File: src/include/zports_defines.svh
// zports constants: port addresses, extended register numbers, reset values
`ifndef ZPORTS_DEFINES_SVH
`define ZPORTS_DEFINES_SVH

// low address byte of the decoded ports
`define ZP_PORT_FE      8'hFE   // keyboard and tape
`define ZP_PORT_XT      8'hAF   // extended registers, number in high byte
`define ZP_PORT_FD      8'hFD   // 7FFD family

// nemo IDE ports
`define ZP_IDE_10       8'h10   // data, low byte
`define ZP_IDE_11       8'h11   // data, high byte
`define ZP_IDE_30       8'h30
`define ZP_IDE_50       8'h50
`define ZP_IDE_70       8'h70
`define ZP_IDE_90       8'h90
`define ZP_IDE_B0       8'hB0
`define ZP_IDE_D0       8'hD0
`define ZP_IDE_F0       8'hF0
`define ZP_IDE_C8       8'hC8   // control block, cs1

// extended register numbers
`define ZP_XT_RAMPAGE   8'h10   // covers 10 to 13
`define ZP_XT_FMADDR    8'h15
`define ZP_XT_SYSCONF   8'h20
`define ZP_XT_MEMCONF   8'h21
`define ZP_XT_IM2VECT   8'h25

// reset values
`define ZP_RST_SYSCONF  8'h01   // 7 MHz turbo
`define ZP_RST_MEMCONF  8'h04   // no map
`define ZP_RST_IM2VECT  8'hFF
`define ZP_RST_PAGE0    8'h00
`define ZP_RST_PAGE1    8'h05
`define ZP_RST_PAGE2    8'h02
`define ZP_RST_PAGE3    8'h00

`define ZP_FMADDR_W     5

`endif

File: src/rtl/zports_pkg.sv
// zports types: data byte, IDE word and IDE byte pairing states
`default_nettype none

package zports_pkg;

	// one byte of the Z80 data bus
	typedef logic [7:0] zbyte_t;

	// one word of the IDE data bus
	typedef logic [15:0] ide_word_t;

	// nemo-divide pairing of IDE data bytes
	typedef enum logic [1:0]
	{
		IDE_IDLE  = 2'd0,  // no half word pending
		IDE_RD_HI = 2'd1,  // divide read, high byte waits in holding reg
		IDE_WR_LO = 2'd2,  // divide write, low byte held
		IDE_WR_HI = 2'd3   // normal write, high byte held
	} ide_seq_t;

	// normal read:  10 low, 11 high
	// divide read:  10 low, 10 high
	// normal write: 11 high, 10 low
	// divide write: 10 low, 10 high

endpackage

`default_nettype wire

File: src/rtl/ide_data_path.sv
// IDE holding bytes, data pairing and IDE bus control signals
`timescale 1ns/1ps
`default_nettype none

`include "zports_defines.svh"

module ide_data_path
(
	input  logic                  zclk,
	input  logic [15:0]           a,
	input  zports_pkg::zbyte_t    din,
	input  zports_pkg::ide_word_t idein,
	input  logic                  iord,
	input  logic                  iowr,
	input  logic                  port_rd,
	input  logic                  port_wr,
	input  logic                  sel_ide10,
	input  logic                  sel_ide11,
	input  logic                  sel_ide_any,
	input  zports_pkg::ide_seq_t  cyc_state,
	output zports_pkg::ide_word_t ideout,
	output logic                  idedataout,
	output logic [2:0]            ide_a,
	output logic                  ide_cs0_n,
	output logic                  ide_cs1_n,
	output logic                  ide_rd_n,
	output logic                  ide_wr_n,
	output zports_pkg::zbyte_t    ide_rd_byte
);

	import zports_pkg::*;

	zbyte_t wr_hi;  // held high byte for writes
	zbyte_t wr_lo;  // held low byte for writes
	zbyte_t rd_hi;  // high half of the last word read
	logic   is_c8;

	always_ff @(posedge zclk)
	begin
		if (port_wr && sel_ide11)
			wr_hi <= din;
		if (port_wr && sel_ide10 && cyc_state != IDE_WR_LO)
			wr_lo <= din;
		if (port_rd && sel_ide10 && cyc_state != IDE_RD_HI)
			rd_hi <= idein[15:8];
	end

	assign is_c8     = (a[7:0] == `ZP_IDE_C8);
	assign ide_a     = a[7:5];
	assign ide_cs0_n = !(sel_ide_any && !is_c8);
	assign ide_cs1_n = !(sel_ide_any && is_c8);

	// second divide read comes from rd_hi, no device cycle
	assign ide_rd_n = !(iord && sel_ide_any && !(sel_ide10 && cyc_state == IDE_RD_HI));
	// first divide write only fills wr_lo
	assign ide_wr_n = !(iowr && sel_ide_any && !(sel_ide10 && cyc_state == IDE_IDLE));

	assign idedataout = !ide_wr_n;

	assign ideout[15:8] = (cyc_state == IDE_WR_HI) ? wr_hi : din;
	assign ideout[7:0]  = (cyc_state == IDE_WR_LO) ? wr_lo : din;

	assign ide_rd_byte = (sel_ide11 || (sel_ide10 && cyc_state == IDE_RD_HI)) ?
	                     rd_hi : idein[7:0];

endmodule

`default_nettype wire

File: src/rtl/ide_pair_fsm.sv
// state machine for the nemo-divide and normal ordering of IDE data bytes
`timescale 1ns/1ps
`default_nettype none

module ide_pair_fsm
(
	input  logic                 zclk,
	input  logic                 rst,
	input  logic                 iord,
	input  logic                 iowr,
	input  logic                 port_rd,
	input  logic                 port_wr,
	input  logic                 sel_ide10,
	input  logic                 sel_ide11,
	input  logic                 sel_ide_any,
	output zports_pkg::ide_seq_t cyc_state
);

	import zports_pkg::*;

	ide_seq_t state;
	ide_seq_t state_nx;
	logic     ide_hit;   // any IDE port, 11 included
	logic     ide_acc;   // strobe on an IDE port

	assign ide_hit = sel_ide_any || sel_ide11;
	assign ide_acc = ide_hit && (port_rd || port_wr);

	always_comb
	begin
		state_nx = state;
		if (ide_acc)
		begin
			if (port_wr && sel_ide11)
				state_nx = IDE_WR_HI;  // high byte of a normal write
			else if (state == IDE_IDLE && port_rd && sel_ide10)
				state_nx = IDE_RD_HI;  // high half now held
			else if (state == IDE_IDLE && port_wr && sel_ide10)
				state_nx = IDE_WR_LO;
			else
				state_nx = IDE_IDLE;   // pair completed or broken
		end
	end

	always_ff @(posedge zclk)
	begin
		if (rst)
			state <= IDE_IDLE;
		else
			state <= state_nx;
	end

	// sampled between accesses only, so an access sees the state
	// left by the previous one for its whole length
	always_ff @(posedge zclk)
	begin
		if (rst)
			cyc_state <= IDE_IDLE;
		else if (!iord && !iowr)
			cyc_state <= state;
	end

endmodule

`default_nettype wire

File: src/rtl/port_decode.sv
// I/O strobe generation and decode of the low address byte into port selects
`timescale 1ns/1ps
`default_nettype none

`include "zports_defines.svh"

module port_decode
(
	input  logic        zclk,
	input  logic        rst,
	input  logic [15:0] a,
	input  logic        iord,
	input  logic        iowr,
	output logic        port_rd,
	output logic        port_wr,
	output logic        sel_fe,
	output logic        sel_xt,
	output logic        sel_7ffd,
	output logic        sel_ide10,
	output logic        sel_ide11,
	output logic        sel_ide_any,
	output logic        porthit
);

	import zports_pkg::*;

	logic   iord_q;  // levels from the previous edge
	logic   iowr_q;
	zbyte_t loa;

	// one cycle strobe on a rising level
	always_ff @(posedge zclk)
	begin
		if (rst)
		begin
			iord_q  <= 1'b0;
			iowr_q  <= 1'b0;
			port_rd <= 1'b0;
			port_wr <= 1'b0;
		end
		else
		begin
			iord_q  <= iord;
			iowr_q  <= iowr;
			port_rd <= iord && !iord_q;
			port_wr <= iowr && !iowr_q;
		end
	end

	assign loa = a[7:0];

	assign sel_fe    = (loa == `ZP_PORT_FE);
	assign sel_xt    = (loa == `ZP_PORT_XT);
	assign sel_7ffd  = (loa == `ZP_PORT_FD) && !a[15];  // a15 high is the AY
	assign sel_ide10 = (loa == `ZP_IDE_10);
	assign sel_ide11 = (loa == `ZP_IDE_11);

	// task file ports, 11 is not among them
	assign sel_ide_any = (loa == `ZP_IDE_10) || (loa == `ZP_IDE_30) ||
	                     (loa == `ZP_IDE_50) || (loa == `ZP_IDE_70) ||
	                     (loa == `ZP_IDE_90) || (loa == `ZP_IDE_B0) ||
	                     (loa == `ZP_IDE_D0) || (loa == `ZP_IDE_F0) ||
	                     (loa == `ZP_IDE_C8);

	assign porthit = sel_fe || sel_xt || sel_7ffd || sel_ide10 ||
	                 sel_ide11 || sel_ide_any;

endmodule

`default_nettype wire

File: src/rtl/port_read_mux.sv
// selection of the byte the CPU reads and the data bus drive enable
`timescale 1ns/1ps
`default_nettype none

module port_read_mux
(
	input  logic               [15:0] a,
	input  logic                      iord,
	input  logic               [4:0]  keys_in,
	input  logic                      tape_read,
	input  zports_pkg::zbyte_t        xt_rdata,
	input  zports_pkg::zbyte_t        ide_rd_byte,
	input  logic                      porthit,
	input  logic                      sel_fe,
	input  logic                      sel_xt,
	input  logic                      sel_ide11,
	input  logic                      sel_ide_any,
	output zports_pkg::zbyte_t        dout,
	output logic                      dataout
);

	import zports_pkg::*;

	logic ide_rd;  // task file or odd data port

	// port 11 is the only odd IDE port
	assign ide_rd = sel_ide_any || (sel_ide11 && a[0]);

	always_comb
	begin
		if (sel_fe)
			dout = {1'b1, tape_read, 1'b0, keys_in};
		else if (sel_xt)
			dout = xt_rdata;
		else if (ide_rd)
			dout = ide_rd_byte;
		else
			dout = 8'hFF;  // open bus
	end

	// drive the Z80 bus only on our own ports
	assign dataout = porthit && iord;

endmodule

`default_nettype wire

File: src/rtl/xt_regs.sv
// memory and system configuration registers, 128K paging port and lock-48
`timescale 1ns/1ps
`default_nettype none

`include "zports_defines.svh"

module xt_regs
(
	input  logic                     zclk,
	input  logic                     rst,
	input  logic [15:0]              a,
	input  zports_pkg::zbyte_t       din,
	input  logic                     port_wr,
	input  logic                     sel_xt,
	input  logic                     sel_7ffd,
	output logic [31:0]              xt_page,
	output logic [`ZP_FMADDR_W-1:0]  fmaddr,
	output zports_pkg::zbyte_t       sysconf,
	output zports_pkg::zbyte_t       memconf,
	output zports_pkg::zbyte_t       im2vect,
	output zports_pkg::zbyte_t       xt_rdata
);

	import zports_pkg::*;

	zbyte_t page [0:3];  // RAM pages for windows 0 to 3
	zbyte_t hoa;         // register number on xxAF
	logic   lck48;       // 48K lock, blocks 7FFD
	logic   xt_wr;
	logic   p7ffd_wr;
	logic   hoa_page;

	assign hoa      = a[15:8];
	assign hoa_page = (hoa[7:2] == `ZP_XT_RAMPAGE >> 2);
	assign xt_wr    = port_wr && sel_xt;
	assign p7ffd_wr = port_wr && sel_7ffd && !lck48;

	always_ff @(posedge zclk)
	begin
		if (rst)
		begin
			page[0] <= `ZP_RST_PAGE0;
			page[1] <= `ZP_RST_PAGE1;
			page[2] <= `ZP_RST_PAGE2;
			page[3] <= `ZP_RST_PAGE3;
			fmaddr  <= '0;
			sysconf <= `ZP_RST_SYSCONF;
			memconf <= `ZP_RST_MEMCONF;
			im2vect <= `ZP_RST_IM2VECT;
			lck48   <= 1'b0;
		end
		else if (p7ffd_wr)
		begin
			// both high page bits always in use
			page[3]    <= {3'b000, din[7:6], din[2:0]};
			memconf[0] <= din[4];  // rom select
			lck48      <= din[5];
		end
		else if (xt_wr)
		begin
			if (hoa_page)
				page[hoa[1:0]] <= din;
			if (hoa == `ZP_XT_FMADDR)
				fmaddr <= din[`ZP_FMADDR_W-1:0];
			if (hoa == `ZP_XT_SYSCONF)
				sysconf <= din;
			if (hoa == `ZP_XT_MEMCONF)
				memconf <= din;
			if (hoa == `ZP_XT_IM2VECT)
				im2vect <= din;
		end
	end

	// page 3 in the top byte
	assign xt_page = {page[3], page[2], page[1], page[0]};

	// only the pages read back
	always_comb
	begin
		if (hoa_page)
			xt_rdata = page[hoa[1:0]];
		else
			xt_rdata = 8'hFF;
	end

endmodule

`default_nettype wire

File: src/rtl/zports_top.sv
// Z80 I/O port block: decode, configuration registers and IDE bridge
`timescale 1ns/1ps
`default_nettype none

`include "zports_defines.svh"

module zports_top
(
	input  logic                     zclk,
	input  logic                     rst,
	input  logic [15:0]              a,
	input  zports_pkg::zbyte_t       din,
	input  logic                     iord,
	input  logic                     iowr,
	input  logic [4:0]               keys_in,
	input  logic                     tape_read,
	input  zports_pkg::ide_word_t    idein,
	output zports_pkg::zbyte_t       dout,
	output logic                     dataout,
	output logic                     porthit,
	output logic [31:0]              xt_page,
	output logic [`ZP_FMADDR_W-1:0]  fmaddr,
	output zports_pkg::zbyte_t       sysconf,
	output zports_pkg::zbyte_t       memconf,
	output zports_pkg::zbyte_t       im2vect,
	output zports_pkg::ide_word_t    ideout,
	output logic                     idedataout,
	output logic [2:0]               ide_a,
	output logic                     ide_cs0_n,
	output logic                     ide_cs1_n,
	output logic                     ide_rd_n,
	output logic                     ide_wr_n
);

	import zports_pkg::*;

	logic     port_rd;
	logic     port_wr;
	logic     sel_fe;
	logic     sel_xt;
	logic     sel_7ffd;
	logic     sel_ide10;
	logic     sel_ide11;
	logic     sel_ide_any;
	ide_seq_t cyc_state;   // pairing state seen by the current access
	zbyte_t   xt_rdata;
	zbyte_t   ide_rd_byte;

	port_decode u_decode (
		.zclk(zclk), .rst(rst), .a(a), .iord(iord), .iowr(iowr),
		.port_rd(port_rd), .port_wr(port_wr),
		.sel_fe(sel_fe), .sel_xt(sel_xt), .sel_7ffd(sel_7ffd),
		.sel_ide10(sel_ide10), .sel_ide11(sel_ide11), .sel_ide_any(sel_ide_any),
		.porthit(porthit)
	);

	xt_regs u_xt (
		.zclk(zclk), .rst(rst), .a(a), .din(din), .port_wr(port_wr),
		.sel_xt(sel_xt), .sel_7ffd(sel_7ffd),
		.xt_page(xt_page), .fmaddr(fmaddr), .sysconf(sysconf),
		.memconf(memconf), .im2vect(im2vect), .xt_rdata(xt_rdata)
	);

	ide_pair_fsm u_pair (
		.zclk(zclk), .rst(rst), .iord(iord), .iowr(iowr),
		.port_rd(port_rd), .port_wr(port_wr),
		.sel_ide10(sel_ide10), .sel_ide11(sel_ide11), .sel_ide_any(sel_ide_any),
		.cyc_state(cyc_state)
	);

	ide_data_path u_ide (
		.zclk(zclk), .a(a), .din(din), .idein(idein), .iord(iord), .iowr(iowr),
		.port_rd(port_rd), .port_wr(port_wr),
		.sel_ide10(sel_ide10), .sel_ide11(sel_ide11), .sel_ide_any(sel_ide_any),
		.cyc_state(cyc_state), .ideout(ideout), .idedataout(idedataout),
		.ide_a(ide_a), .ide_cs0_n(ide_cs0_n), .ide_cs1_n(ide_cs1_n),
		.ide_rd_n(ide_rd_n), .ide_wr_n(ide_wr_n), .ide_rd_byte(ide_rd_byte)
	);

	port_read_mux u_rdmux (
		.a(a), .iord(iord), .keys_in(keys_in), .tape_read(tape_read),
		.xt_rdata(xt_rdata), .ide_rd_byte(ide_rd_byte), .porthit(porthit),
		.sel_fe(sel_fe), .sel_xt(sel_xt), .sel_ide11(sel_ide11),
		.sel_ide_any(sel_ide_any), .dout(dout), .dataout(dataout)
	);

endmodule

`default_nettype wire

File: config.mk
export PLATFORM = sky130hd
export DESIGN_NAME = zports_top
export DESIGN_NICKNAME = d
export VERILOG_FILES = /design/src/rtl/zports_pkg.sv /design/src/rtl/ide_data_path.sv /design/src/rtl/ide_pair_fsm.sv /design/src/rtl/port_decode.sv /design/src/rtl/port_read_mux.sv /design/src/rtl/xt_regs.sv /design/src/rtl/zports_top.sv
export VERILOG_INCLUDE_DIRS = /design/src /design/src/include
export SDC_FILE = /design/constraint.sdc
export NUM_CORES = 1
export LEC_CHECK = 0
export BUFFER_PORTS_ARGS = -buffer_cell sky130_fd_sc_hd__buf_4
export CORE_ASPECT_RATIO = 1.5
export CORE_UTILIZATION = 30
export DETAILED_ROUTE_END_ITERATION = 12
export GPL_TIMING_DRIVEN = 1
export SYNTH_ARGS = -nofsm -noshare
export SYNTH_HDL_FRONTEND = slang
export SYNTH_SLANG_ARGS = --single-unit
File: constraint.sdc
create_clock -name zclk -period 2.52 [get_ports zclk]
set_input_delay 0.378 -clock zclk [delete_from_list [all_inputs] [get_ports zclk]]
set_output_delay 0.378 -clock zclk [all_outputs]
set_load 0.03 [all_outputs]
Word level (Yosys, flattened, before mapping) --
Memory sizes are Yosys's and may differ from the RTL's. Index checks and enable logic that the tools add are counted. W data, S select, Z words.
Storage, ports and cells: memories 1, flip-flop bits (word level) 62, output and inout port bits 95, word-level logic and storage cells 135, RAM bits 32, bits of input ports 50
Operators by class: reductions and logical operators 67, equal/unequal tests 23, bitwise operators 2, mux-type cells 27
Memory list:
- u_xt.page | words 4, bits a word 8, rd ports 5, clocked after Yosys merged registers in 0, write ports 4, RTL line xt_regs.sv:26 | zbyte_t page [0:3];
Operators with widths (count):
- $mux W8 | 9
- $eq A8 B8 Y1 const B | 8
- $eq A8 B6 Y1 const B | 4
- $logic_and A1 B1 Y1 | 27
- $eq A8 B5 Y1 const B | 3
- $logic_or A1 B1 Y1 | 17
- $eq A8 B7 Y1 const B | 2
- $mux W1 | 14
- $logic_not A1 Y1 | 13
- $reduce_and A3 Y1 | 4
- $mux W2 | 4
- $reduce_or A8 Y1 | 1
- $eq A6 B3 Y1 const B | 1
- $eq A2 B2 Y1 const B | 2
- $logic_not A2 Y1 | 2
- $reduce_bool A2 Y1 | 2
- $eq A2 B1 Y1 const B | 1
- $ne A2 B1 Y1 const B | 1
- $ne A2 B2 Y1 const B | 1
- $reduce_and A2 Y1 | 1
- $not A1 Y1 | 1
- $or A1 B1 Y1 | 1

Depth between registers and ports, before layout --
Gate-level depths: netlist (run 1).
depth in word-level cells 13, mapped depth 7, gate-level depth less buffers 4

Hierarchy --
From an unflattened synthesis (run 1), not the netlist that was laid out.
Second synthesis, totals: cells, all modules 404, area total of the unflattened synthesis 4678.2 um2
Modules (own cells, without submodules):
- xt_regs | area an instance 2751.4 um2, instances 1, cells an instance 221, sequential area each 1561.5 um2
- ide_data_path | area an instance 1272.5 um2, instances 1, cells an instance 100, sequential area each 720.7 um2
- port_decode | area an instance 250.2 um2, instances 1, cells an instance 25, sequential area each 80.1 um2
- port_read_mux | area an instance 215.2 um2, instances 1, cells an instance 34, sequential area each 0.0 um2
- ide_pair_fsm | area an instance 188.9 um2, instances 1, cells an instance 24, sequential area each 80.1 um2

Worst setup path before layout (run 1) --
Ideal clock, no wire load.
kind input -> register, from input a[15], to memory u_xt.page[2][0] (netlist bit) (enable), setup time 375 ps, setup slack -158 ps, arrival 2303 ps, buffers on the path 3, data required time 2145 ps, cell stages on the path 6, cell sequence or4_4 -> buf_6 -> or4_4 -> buf_6 -> buf_6 -> o31ai_2
RTL lines:
- from (decl) | RTL line zports_top.sv:11 | input logic [15:0] a,
- to (decl) | RTL line xt_regs.sv:26

Final worst setup path (run 1) --
from input a[1], to output dout[1]
On the way: cells in the longest elaborated chain, start to end 13, elaborated cells on any way between the ends 28, those cells by class eq/ne (12); mux (4); reduce/logical (12)
RTL lines:
- $eq A8 B5 Y1 (no line) / $eq A8 B6 Y1 (equally long branches)
- $logic_or A1 B1 Y1 (8 in series) | RTL line port_decode.sv:59 | assign sel_ide_any = (loa == `ZP_IDE_10) || (loa == `ZP_IDE_30) ||
- $logic_or A1 B1 Y1 | RTL line port_read_mux.sv:27 | assign ide_rd = sel_ide_any || (sel_ide11 && a[0]);
- $mux W8 | RTL line port_read_mux.sv:35 | else if (ide_rd)
- $mux W8 | RTL line port_read_mux.sv:33 | else if (sel_xt)
- $mux W8 (*) | RTL line port_read_mux.sv:31 | if (sel_fe)
- to (decl) | RTL line zports_top.sv:18 | output zports_pkg::zbyte_t dout,
Mark *: on every way between the ends. The rest lies on a longest branch, timed or not.

==> run metrics, run 1 <==
Die Span Y=152 um; outcome=finished, final reports clean; Tot Pwr=approximately 3.6 mW; r2r setup slk=between 600 and 700 ps; final worst-path cycle share=between 90% and 100%; RR Startpoint=u_decode.port_wr$_SDFF_PP0_; H-tree levels=3; hold path start=idein[12]; Sw Share=22.8%; top cells by area, synth=edfxtp_1, dfxtp_1, mux2_2; pin count of the biggest net entering global routing=52; final core occ=42.8%; Synth Area in Compound Gates=10.2%; Period minus WS final=between 2000 and 2500 ps; nets=between 500 and 600; vias in the first global route=roughly 3800; Post-synth top cells=edfxtp_1, dfxtp_1, a21oi_1, nor2_1, clkbuf_1; Synth Flop Type=edfxtp_1; xor and xnor fraction of the mapped netlist area=0%; Die ar.=15500 sq um; Synth top area share=37.5%; synthesized flop and latch total=94; Post-Syn Area=4490 sq um; PnR worst setup slack=around 130 ps; clock share of power=a little over two fifths; Async SR Flop Fraction=0%; endpoint class of the critical path=primary output; vias per cell=4.97; worst-margin pin slew=783 ps; register area share after synthesis=54.4%; final wirelength=~13000 um; main combinational cell family by area after synthesis=simple AND/OR/NAND/NOR gates; Post CTS Setup Buffer Count=0; CTS tree=done; syn_nets=452; Cell Rows=54; synth-to-layout area growth=39.2%; setup violators final=0; crit start category=input pin; total track usage=17.5%; Worst Path Required=around 2100 ps; Int Power=2.78 mW; DRC viols=0; filler cell count=1449; RePlAce Congestion=0.875; final hold violation count=0; number of synthesized flops with an enable pin=56; f_max=between 0.4 and 0.5 GHz; Post-Synth Adder-Cell Area=0%; max_cap viols=0; HP Class=in -> reg; Hold Path Depth=1; Vias=around 3700; Initial DRC Count=~180; hold path endpoint=u_ide.rd_hi[4]$_DFFE_PP_; pre-CTS setup slack=-56.9 ps; cell repeated most along the worst path=buf_4; Reg2Reg Depth=5; Simple-Gate Fraction of Synth Area=approximately a fifth; VDD IR max=0.000317 V; most frequent cell after synthesis=edfxtp_1; Num CTS Buffers=9; Post-DP HPWL=10200 um; die width=102 um; hold slack=about 220 ps; clock skew=3.86 ps; Worst-Skew Late Latency=330 ps; CTS sink cnt=94; Sw Pwr=821 uW; post-synthesis area per instance=approximately 11 sq um; Synth Instances=402; DRT antenna net count=0; Yosys top cell by area=edfxtp_1; Initial Utilization=30.7%; crit-path max FO=8; antenna violations before repair=0; clock buffer depth=2; P_leak=2.43 nW; slowest stage delay, CP=about 700 ps; relative slew slack=a little under half; critical path cell sequence=buf_4, or4b_2, a21o_1, nand2_1, a21oi_1, buf_4; GRT overflow=0; Ports=145; Core Area=approximately 15000 sq um; PwrDens=about 580 nW/um^2; Sequential Power Share=46.0%; highest-delay cell along the critical path=or4b_2; wire per inst=roughly 18 um; worst reg2reg path endpoint=u_xt.page[3][5]$_DFFE_PP_; Clock Tree Root=clkbuf_16; Final Slew Violations=0; Comb pwr share=11.2%; DR pass1 iterations=4; RSZ-0062 raised after global routing=false; global-route wire length before repair=20100 um; mux cell area share after synthesis=11.6%; Synth cell types=53; Port Buffer Count=between 100 and 150; layout cell share with drive strength beyond 1=between 30% and 40%; # diodes=0; Worst Path Arrival=2020 ps; Crit Path Class=in -> out; Worst-path clk slew=60 ps; Ys Warns=0
## layer usage
layer	up-vias	wire (um)	global-route usage (%)	share of wire [%]
met4	0	510	8.93	3.8
met5	-	0	0	0
met2	130	7070	32.7	53
met3	27	682	3.26	5.1
li1	1803	-	-	-
met1	1767	5050	18.5	38
## area by class of cell
type	count	area, sq um	share of cell area, %
Clock inverter	7	120	1.92
Timing Repair Buffer	169	1310	20.9
Clock buffer	9	225	3.61
Inverter	3	11.3	0.180
Tap cell	196	245	3.93
Multi-Input combinational cell	272	1890	30.3
Sequential cell	94	2440	39.1
## critical path: cells and delay by family
| kind | cells | cell delay (ps) |
|---|---|---|
| AND/OR/NAND/NOR | 2 | 960 |
| buffers and inverters | 2 | 340 |
| AO/OA/AOI/OAI | 2 | 340 |
## worst max path at each step
stage | cells after the start | slack (ps) | startpoint | end
after floorplan | 4 | 30 | a[1] | dout[0]
after global placement | 7 | -20 | a[15] | u_xt.page[3][5]$_DFFE_PP_
after detailed placement | 7 | -60 | a[15] | u_xt.page[3][6]$_DFFE_PP_
after CTS | 7 | 20 | a[15] | dout[5]
after global routing | 6 | 70 | a[1] | dout[7]
final | 6 | 130 | a[1] | dout[1]
## per-stage QoR
| stage | instances | area [sq um] | TNS, ps |
|---|---|---|---|
| global placement | 735 | 5890 | -149 |
| global route | 750 | 6240 | 0 |
| finish | 750 | 6240 | 0 |
| CTS | 751 | 6240 | 0 |
| floorplan | 402 | 4500 | 0 |
| detailed placement | 735 | 5890 | -613 |
## kinds of logic after synthesis
logic type             count (synthesis)
AND/OR/NAND/NOR                      153
flip-flops                            94
AO/OA/AOI/OAI                         79
multiplexers                          40
buffers and inverters                 36
## power groups by stage
stage | Sequential, mW | Combinational, mW | Clock (mW)
detailed placement | 1.69 | 0.405 | 0
global placement | 1.69 | 0.399 | 0
floorplan | 1.73 | 0.170 | 0
CTS | 1.66 | 0.407 | 1.58
global route | 1.66 | 0.428 | 1.64
finish | 1.66 | 0.403 | 1.54
## timing repair
action / 4_1_cts / 5_1_grt
pin swaps: 0 / 1
resized for setup: 2 / 2
hold buffers: 0 / 0
setup endpoints to repair: 3 / 7
## state kept, by name, summed over array words and instances (netlist names)
| signal | flops |
|---|---|
| u_ide.wr_lo | 8 |
| u_decode.port_wr | 1 |
| u_xt.im2vect | 8 |
| u_xt.page | 32 |
| u_xt.lck48 | 1 |
| u_decode.iowr_q | 1 |
| u_pair.cyc_state | 2 |
| u_decode.port_rd | 1 |
| u_pair.state | 2 |
| u_xt.sysconf | 8 |
| u_ide.wr_hi | 8 |
| u_xt.memconf | 8 |
| u_ide.rd_hi | 8 |
| u_decode.iord_q | 1 |
| u_xt.fmaddr | 5 |
## placed cells by master (no fill, tap or decap), types with 3 or more instances in the layout
cell,n
clkbuf_16,9
o22ai_1,5
mux2_2,16
nand4_1,9
nor3_1,11
nand4b_1,3
mux4_2,8
nor2b_1,8
and3_1,7
and2_1,19
bufinv_16,3
nor3b_1,4
nand2_1,10
nand3_1,22
dfxtp_1,38
o21ai_1,9
nor2_1,31
nor4b_1,3
o21ai_0,15
inv_1,3
buf_4,166
buf_12,3
nand2b_1,8
a21oi_1,31
mux2i_1,16
or4_4,3
edfxtp_1,56
Power figures use the tool's default switching activity.
==> run 2: changes to the inputs <==
Settings changed: CTS_BUF_LIST from default to sky130_fd_sc_hd__clkbuf_8.
==> run 2 against run 1 <==
  * Maximum frequency decreased by 0.13%
  * Setup slack lost 3.1 ps
  * Register-to-register slack got worse by 20 ps
  * Clock skew grew 2.5 ps
  * Largest cell class unchanged
  * Largest power group unchanged
==> run metrics, run 2 (synthesis results as in run 1) <==
GRT overflow=0 (unchanged); Worst Path Arrival=2020 ps (about the same); global-route wire length before repair=20100 um (about the same); Int Power=2.47 mW (-11%); worst-margin pin slew=823 ps (+39.8 ps); largest reg by FF count=u_xt.page; Core Area=14600 sq um (unchanged); setup violators final=0 (unchanged); total track usage=17.5% (-0.059 points); max FFs per register=32 (unchanged); # diodes=0 (unchanged); Hold Path Depth=1 (unchanged); f_max=0.417 GHz (-0.13%); commonest cells after routing, fill and taps aside=buf_4, edfxtp_1, dfxtp_1; Period minus WS final=2400 ps (+3.09 ps); PnR worst setup slack=124 ps (-3.08 ps); Post-DP HPWL=10200 um (unchanged); highest-delay cell along the critical path=or4b_2; slowest stage delay, CP=700 ps (about the same); PwrDens=530 nW/um^2 (-8.3%); final core occ=42.1% (-0.69 points); CTS tree=done; worst path bufs/invs=2 (unchanged); pre-CTS setup slack=-56.9 ps (unchanged); Tot Pwr=3.25 mW (-9.8%); clock skew=6.36 ps (+2.50 ps); final hold violation count=0 (unchanged); Sequential Power Share=51.0% (+5.0 points); antenna violations before repair=0 (unchanged); setup TNS=0 ps (unchanged); Cell Rows=54 (unchanged); Port Buffer Count=144 (unchanged); Post-DP Area=5890 sq um (unchanged); HP Class=in -> reg; RSZ-0062 raised after global routing=false; Die Span Y=152 um (unchanged); clock share of power=36.6% (-6.2 points); wire per inst=17.8 um (+0.25%); worst reg2reg path endpoint=u_xt.page[3][6]$_DFFE_PP_; Comb pwr share=12.4% (+1.2 points); Cells after DPL=735 (unchanged); crit-path max FO=8 (unchanged); P_leak=2.39 nW (-1.9%); clock buffer depth=2 (unchanged); Die ar.=15500 sq um (unchanged); endpoint class of the critical path=primary output; Hold-fix buffers, CTS=0 (unchanged); vias per cell=4.98 (+0.16%); Sw Share=24.0% (+1.2 points); commonest non-fill, non-tap cell in the layout=buf_4; Initial Utilization=30.7% (unchanged); die width=102 um (unchanged); Crit Path Class=in -> out; RePlAce Congestion=0.875 (unchanged); final instance area=6140 sq um (-1.6%); cell repeated most along the worst path=buf_4; Worst-Skew Late Latency=360 ps (+30 ps); Sw Pwr=781 uW (-4.9%); synth-to-layout area growth=36.9%; relative slew slack=44.7% (-2.7 points); outcome=finished, final reports clean; final wirelength=13300 um (+0.25%); hold slack=202 ps (-19.4 ps); Clock Tree Root=clkbuf_8; final worst-path cycle share=95.1% (+0.12 points); delay-heaviest family, CP=simple AND/OR/NAND/NOR gates; vias in the first global route=3743 (-0.19%); VDD IR max=0.000281 V (-12%); Vias=3733 (+0.16%); pin count of the biggest net entering global routing=52 (unchanged); layout cell share with drive strength beyond 1=39.5% (unchanged); H-tree levels=3 (unchanged); Initial DRC Count=202 (+9.8%); r2r setup slk=660 ps (-20 ps); Finished Layout Cells=750 (unchanged); Reg2Reg Depth=5 (unchanged); critical path cell sequence=buf_4, or4b_2, a21o_1, nand2_1, a21oi_1, buf_4; DRT antenna net count=0 (unchanged); crit start category=input pin; nets=599 (unchanged); hold path endpoint=u_ide.rd_hi[1]$_DFFE_PP_; DR pass1 iterations=4 (unchanged); hold path start=idein[9]; CTS sink cnt=94 (unchanged); Num CTS Buffers=9 (unchanged); Worst Path Required=2140 ps (about the same); Final Slew Violations=0 (unchanged); Ports=145 (unchanged); DRC viols=0 (unchanged); Worst-path clk slew=80 ps (+20 ps); max_cap viols=0 (unchanged); RR Startpoint=u_decode.port_wr$_SDFF_PP0_
run 2: cell types whose count changed in the layout (fill, tap and decap cells not counted):
cell       previous run  this run
clkbuf_16             9         0
clkbuf_8              0         9
run 2: how the worst max path moves through the flow:
stage               startpoint                         to  slack (ps)  depth (start not counted)
detailed placement       a[15]  u_xt.page[3][6]$_DFFE_PP_         -60                          7
global placement         a[15]  u_xt.page[3][5]$_DFFE_PP_         -20                          7
finish                    a[1]                    dout[1]         120                          6
global route              a[1]                    dout[7]          70                          6
floorplan                 a[1]                    dout[0]          30                          4
CTS                      a[15]                    dout[5]          20                          7
run 2: cell type report:
class / instances / area (sq um)
clock buffer: 9 / 124
clock inverter: 7 / 120
fill: 1468 / 8450
inverter: 3 / 11.3
multi-input combinational: 272 / 1890
sequential: 94 / 2440
tap: 196 / 245
timing repair buffer: 169 / 1310
run 2: power groups by stage:
stage          Combinational (mW)  Clock (mW)  Sequential [mW]
2_1_floorplan               0.170           0             1.73
3_3_place_gp                0.399           0             1.69
3_5_place_dp                0.405           0             1.69
4_1_cts                     0.406        1.23             1.66
5_1_grt                     0.428        1.29             1.66
6_report                    0.403        1.19             1.66
run 2: routing by layer:
layer | up-vias | wire length (um) | global-route usage (%)
li1 | 1801 | - | -
met1 | 1770 | 5060 | 18.6
met2 | 138 | 7160 | 32.8
met3 | 24 | 683 | 3.17
met4 | 0 | 427 | 8.14
met5 | - | 0 | 0
run 2: worst register-to-register path: stages, from the launching register on:
cell and delay (ps):
dfxtp_1 430, nand4_1 170, or4_4 480, nor2_1 150, a311o_1 190, buf_4 160
run 2: what timing repair did:
| item | CTS | global route |
|---|---|---|
| pin swaps | 0 | 1 |
| endpoints found under the setup margin | 3 | 7 |
| buffers inserted | 0 | 0 |
| gates resized for setup | 2 | 2 |
==> run 3: changes to the inputs <==
Settings changed: ABC_AREA from default to 1, PLACE_DENSITY from default to 0.62.
==> run 3 against run 2 <==
  * Worst hold slack lost 38 ps
  * Clock skew up 10 ps
  * Sequential power about the same
  * Area after synthesis is 0.42% higher
  * Clock-buffer cell count unchanged
  * Wire length is 5.7% higher
  * Cell area is 2.1% lower
  * Final cell count is 21% higher
  * Sequential share of layout area grew 0.87 points
  * Non-clock buffer count down 16
  * Critical endpoint is now dout[7]
  * Largest cell class unchanged
==> run metrics, run 3 <==
Die ar.=15500 sq um (+0.41%); RR Startpoint=u_decode.port_wr$_SDFF_PP0_; post-CTS sizing=0 (-2); grt met3 use=3.77% (+0.61 points); Simple-Gate Fraction of Synth Area=33.5% (+14 points); Final Slew Violations=0 (unchanged); final worst-path cycle share=91.3% (-3.8 points); post-synthesis area per instance=8.05 sq um (-28%); hold path start=idein[11]; Num CTS Buffers=9 (unchanged); hold slack=164 ps (-38.4 ps); worst reg2reg path endpoint=u_xt.page[3][3]$_DFFE_PP_; P_leak=2.86 nW (+20%); clock buffer depth=2 (unchanged); top cells by area, synth=edfxtp_1, dfxtp_1, nand2_1; Synth Instances=560 (+39%); setup violators final=0 (unchanged); Synth Area in Compound Gates=5.30% (-4.9 points); Reg2Reg Depth=6 (+1); Hold Path Depth=1 (unchanged); Yosys top cell by area=edfxtp_1; vias in the first global route=3939 (+5.2%); nets=758 (+27%); Post-synth top cells=nand2_1, nor2_1, edfxtp_1, inv_1, nand3_1; max FFs per register=32 (unchanged); DRC viols=0 (unchanged); commonest non-fill, non-tap cell in the layout=nand2_1; Synth top area share=37.3% (-0.16 points); Initial DRC Count=151 (-25%); wire per inst=15.5 um (-13%); relative slew slack=62.9% (+18 points); grt met2 use=33.1% (+0.24 points); Post CTS Setup Buffer Count=0 (unchanged); crit start category=input pin; Sw Share=28.0% (+4.0 points); HP Class=in -> reg; CTS tree=done; number of synthesized flops with an enable pin=56 (unchanged); register area share after synthesis=54.2% (-0.23 points); Crit Path Class=in -> out; outcome=finished, final reports clean; Tot Pwr=3.15 mW (-3.1%); total track usage=18.4% (+0.93 points); Core Area=14600 sq um (unchanged); Hold-fix buffers, CTS=0 (unchanged); crit-path max FO=11 (+3); syn_nets=610 (+35%); Worst Path Required=2140 ps (about the same); DR pass1 iterations=5 (+1); final hold violation count=0 (unchanged); # diodes=0 (unchanged); RSZ-0062 raised after global routing=false; Vias=4168 (+12%); Worst-path clk slew=100 ps (+20 ps); f_max=0.435 GHz (+4.1%); Ports=145 (unchanged); VDD IR max=0.000228 V (-19%); PwrDens=524 nW/um^2 (-0.97%); Initial Utilization=30.9% (+0.13 points); setup TNS=0 ps (unchanged); mux cell area share after synthesis=0% (-12 points); antenna violations before repair=0 (unchanged); GR Util met1=21.1% (+2.5 points); xor and xnor fraction of the mapped netlist area=0% (unchanged); Sw Pwr=882 uW (+13%); H-tree levels=3 (unchanged); layout cell share with drive strength beyond 1=26.4% (-13 points); largest reg by FF count=u_xt.page; Clock Tree Root=clkbuf_8; GRT overflow=0 (unchanged); Synth cell types=28 (-47%); Most Crowded Layer GR=met2; pin count of the biggest net entering global routing=23 (-56%); die width=102 um (+0.20%); Worst-Skew Late Latency=380 ps (+20 ps); vias per cell=4.59 (-7.9%); synth-to-layout area growth=33.4%; RePlAce Congestion=0.843 (-3.7%); hold path endpoint=u_ide.rd_hi[3]$_DFFE_PP_; max_cap viols=0 (unchanged); Post-DP HPWL=11000 um (+7.3%); most frequent cell after synthesis=nand2_1; main combinational cell family by area after synthesis=simple AND/OR/NAND/NOR gates; final core occ=41.2% (-0.90 points); synthesized flop and latch total=94 (unchanged); endpoint class of the critical path=primary output; commonest cells after routing, fill and taps aside=nand2_1, buf_4, nor2_1; Async SR Flop Fraction=0% (unchanged); Worst Path Arrival=1920 ps (-100 ps); clock skew=16.5 ps (+10.1 ps); worst-margin pin slew=556 ps (-267 ps); Synth Flop Type=edfxtp_1; Comb pwr share=12.7% (+0.3 points); Die Span Y=152 um (+0.20%); Period minus WS final=2300 ps (-95.3 ps); final wirelength=14100 um (+5.7%); Int Power=2.27 mW (-8.2%); Sequential Power Share=52.8% (+1.8 points); Cell Rows=54 (unchanged); global-route wire length before repair=21200 um (+5.2%); clock share of power=34.5% (-2.1 points); Post-Synth Adder-Cell Area=0% (unchanged); CTS sink cnt=94 (unchanged); r2r setup slk=720 ps (+60 ps); Port Buffer Count=144 (unchanged); Post-Syn Area=4510 sq um (+0.42%); Ys Warns=0 (unchanged); DRT antenna net count=0 (unchanged)
## run 3: cell types whose count changed after synthesis, moves of 8 or more
cell / before / now
mux2_2: 16 / 0
nand2b_1: 8 / 0
nor2b_1: 8 / 0
mux2i_1: 16 / 0
clkbuf_1: 23 / 5
o21ai_1: 10 / 0
and2_1: 19 / 0
nand3_1: 22 / 46
nand2_1: 10 / 170
inv_1: 3 / 55
mux4_2: 8 / 0
nor2_1: 31 / 92
## run 3: final cells by class
class	instances	area (sq um)
clock buffers	9	124
clock inverters	7	86.3
fillers	1530	8580
inverters	57	214
multi-input cells	393	1750
flip-flops and latches	94	2440
well taps	196	245
repair buffers	153	1150
## run 3: through the flow
step | instance area (sq um) | setup WS (ps) | instances
after floorplan | 4510 | 114 | 560
after global placement | 5800 | 346 | 893
after detailed placement | 5800 | 286 | 893
after CTS | 6010 | 279 | 909
after global routing | 6010 | 83.4 | 909
final | 6010 | 219 | 909
## run 3: power groups by stage
stage	clock network (mW)	registers, mW	logic, mW
2_1_floorplan	0	1.73	0.172
3_3_place_gp	0	1.70	0.403
3_5_place_dp	0	1.70	0.405
4_1_cts	1.12	1.67	0.405
5_1_grt	1.17	1.67	0.430
6_report	1.09	1.67	0.400
## run 3: logic make-up (layout without fill, tap and decap cells)
group                  Yosys count  after routing
AO/OA/AOI/OAI                   47             47
buffers and inverters           73            226
flip-flops                      94             94
AND/OR/NAND/NOR                346            346
## run 3: worst max path at each step
stage | start | to
global placement | a[9] | dout[7]
global route | u_pair.cyc_state[0]$_SDFFE_PP0P_ | dout[6]
detailed placement | a[9] | dout[7]
floorplan | a[1] | ide_wr_n
CTS | a[9] | dout[7]
finish | a[9] | dout[7]
## run 3: worst max-delay path, cell delays in order
cell	delay (ps)
buf_4	150
inv_1	70
nand2_1	160
clkinv_1	320
nand2_1	160
nand4_1	120
o21ai_0	260
nand2_1	120
buf_4	180
## run 3: layer usage
metal | routed length [um] | vias up
met2 | 7570 | 155
met4 | 190 | 0
met3 | 908 | 15
met1 | 5430 | 1894
li1 | - | 2104
met5 | 0 | -
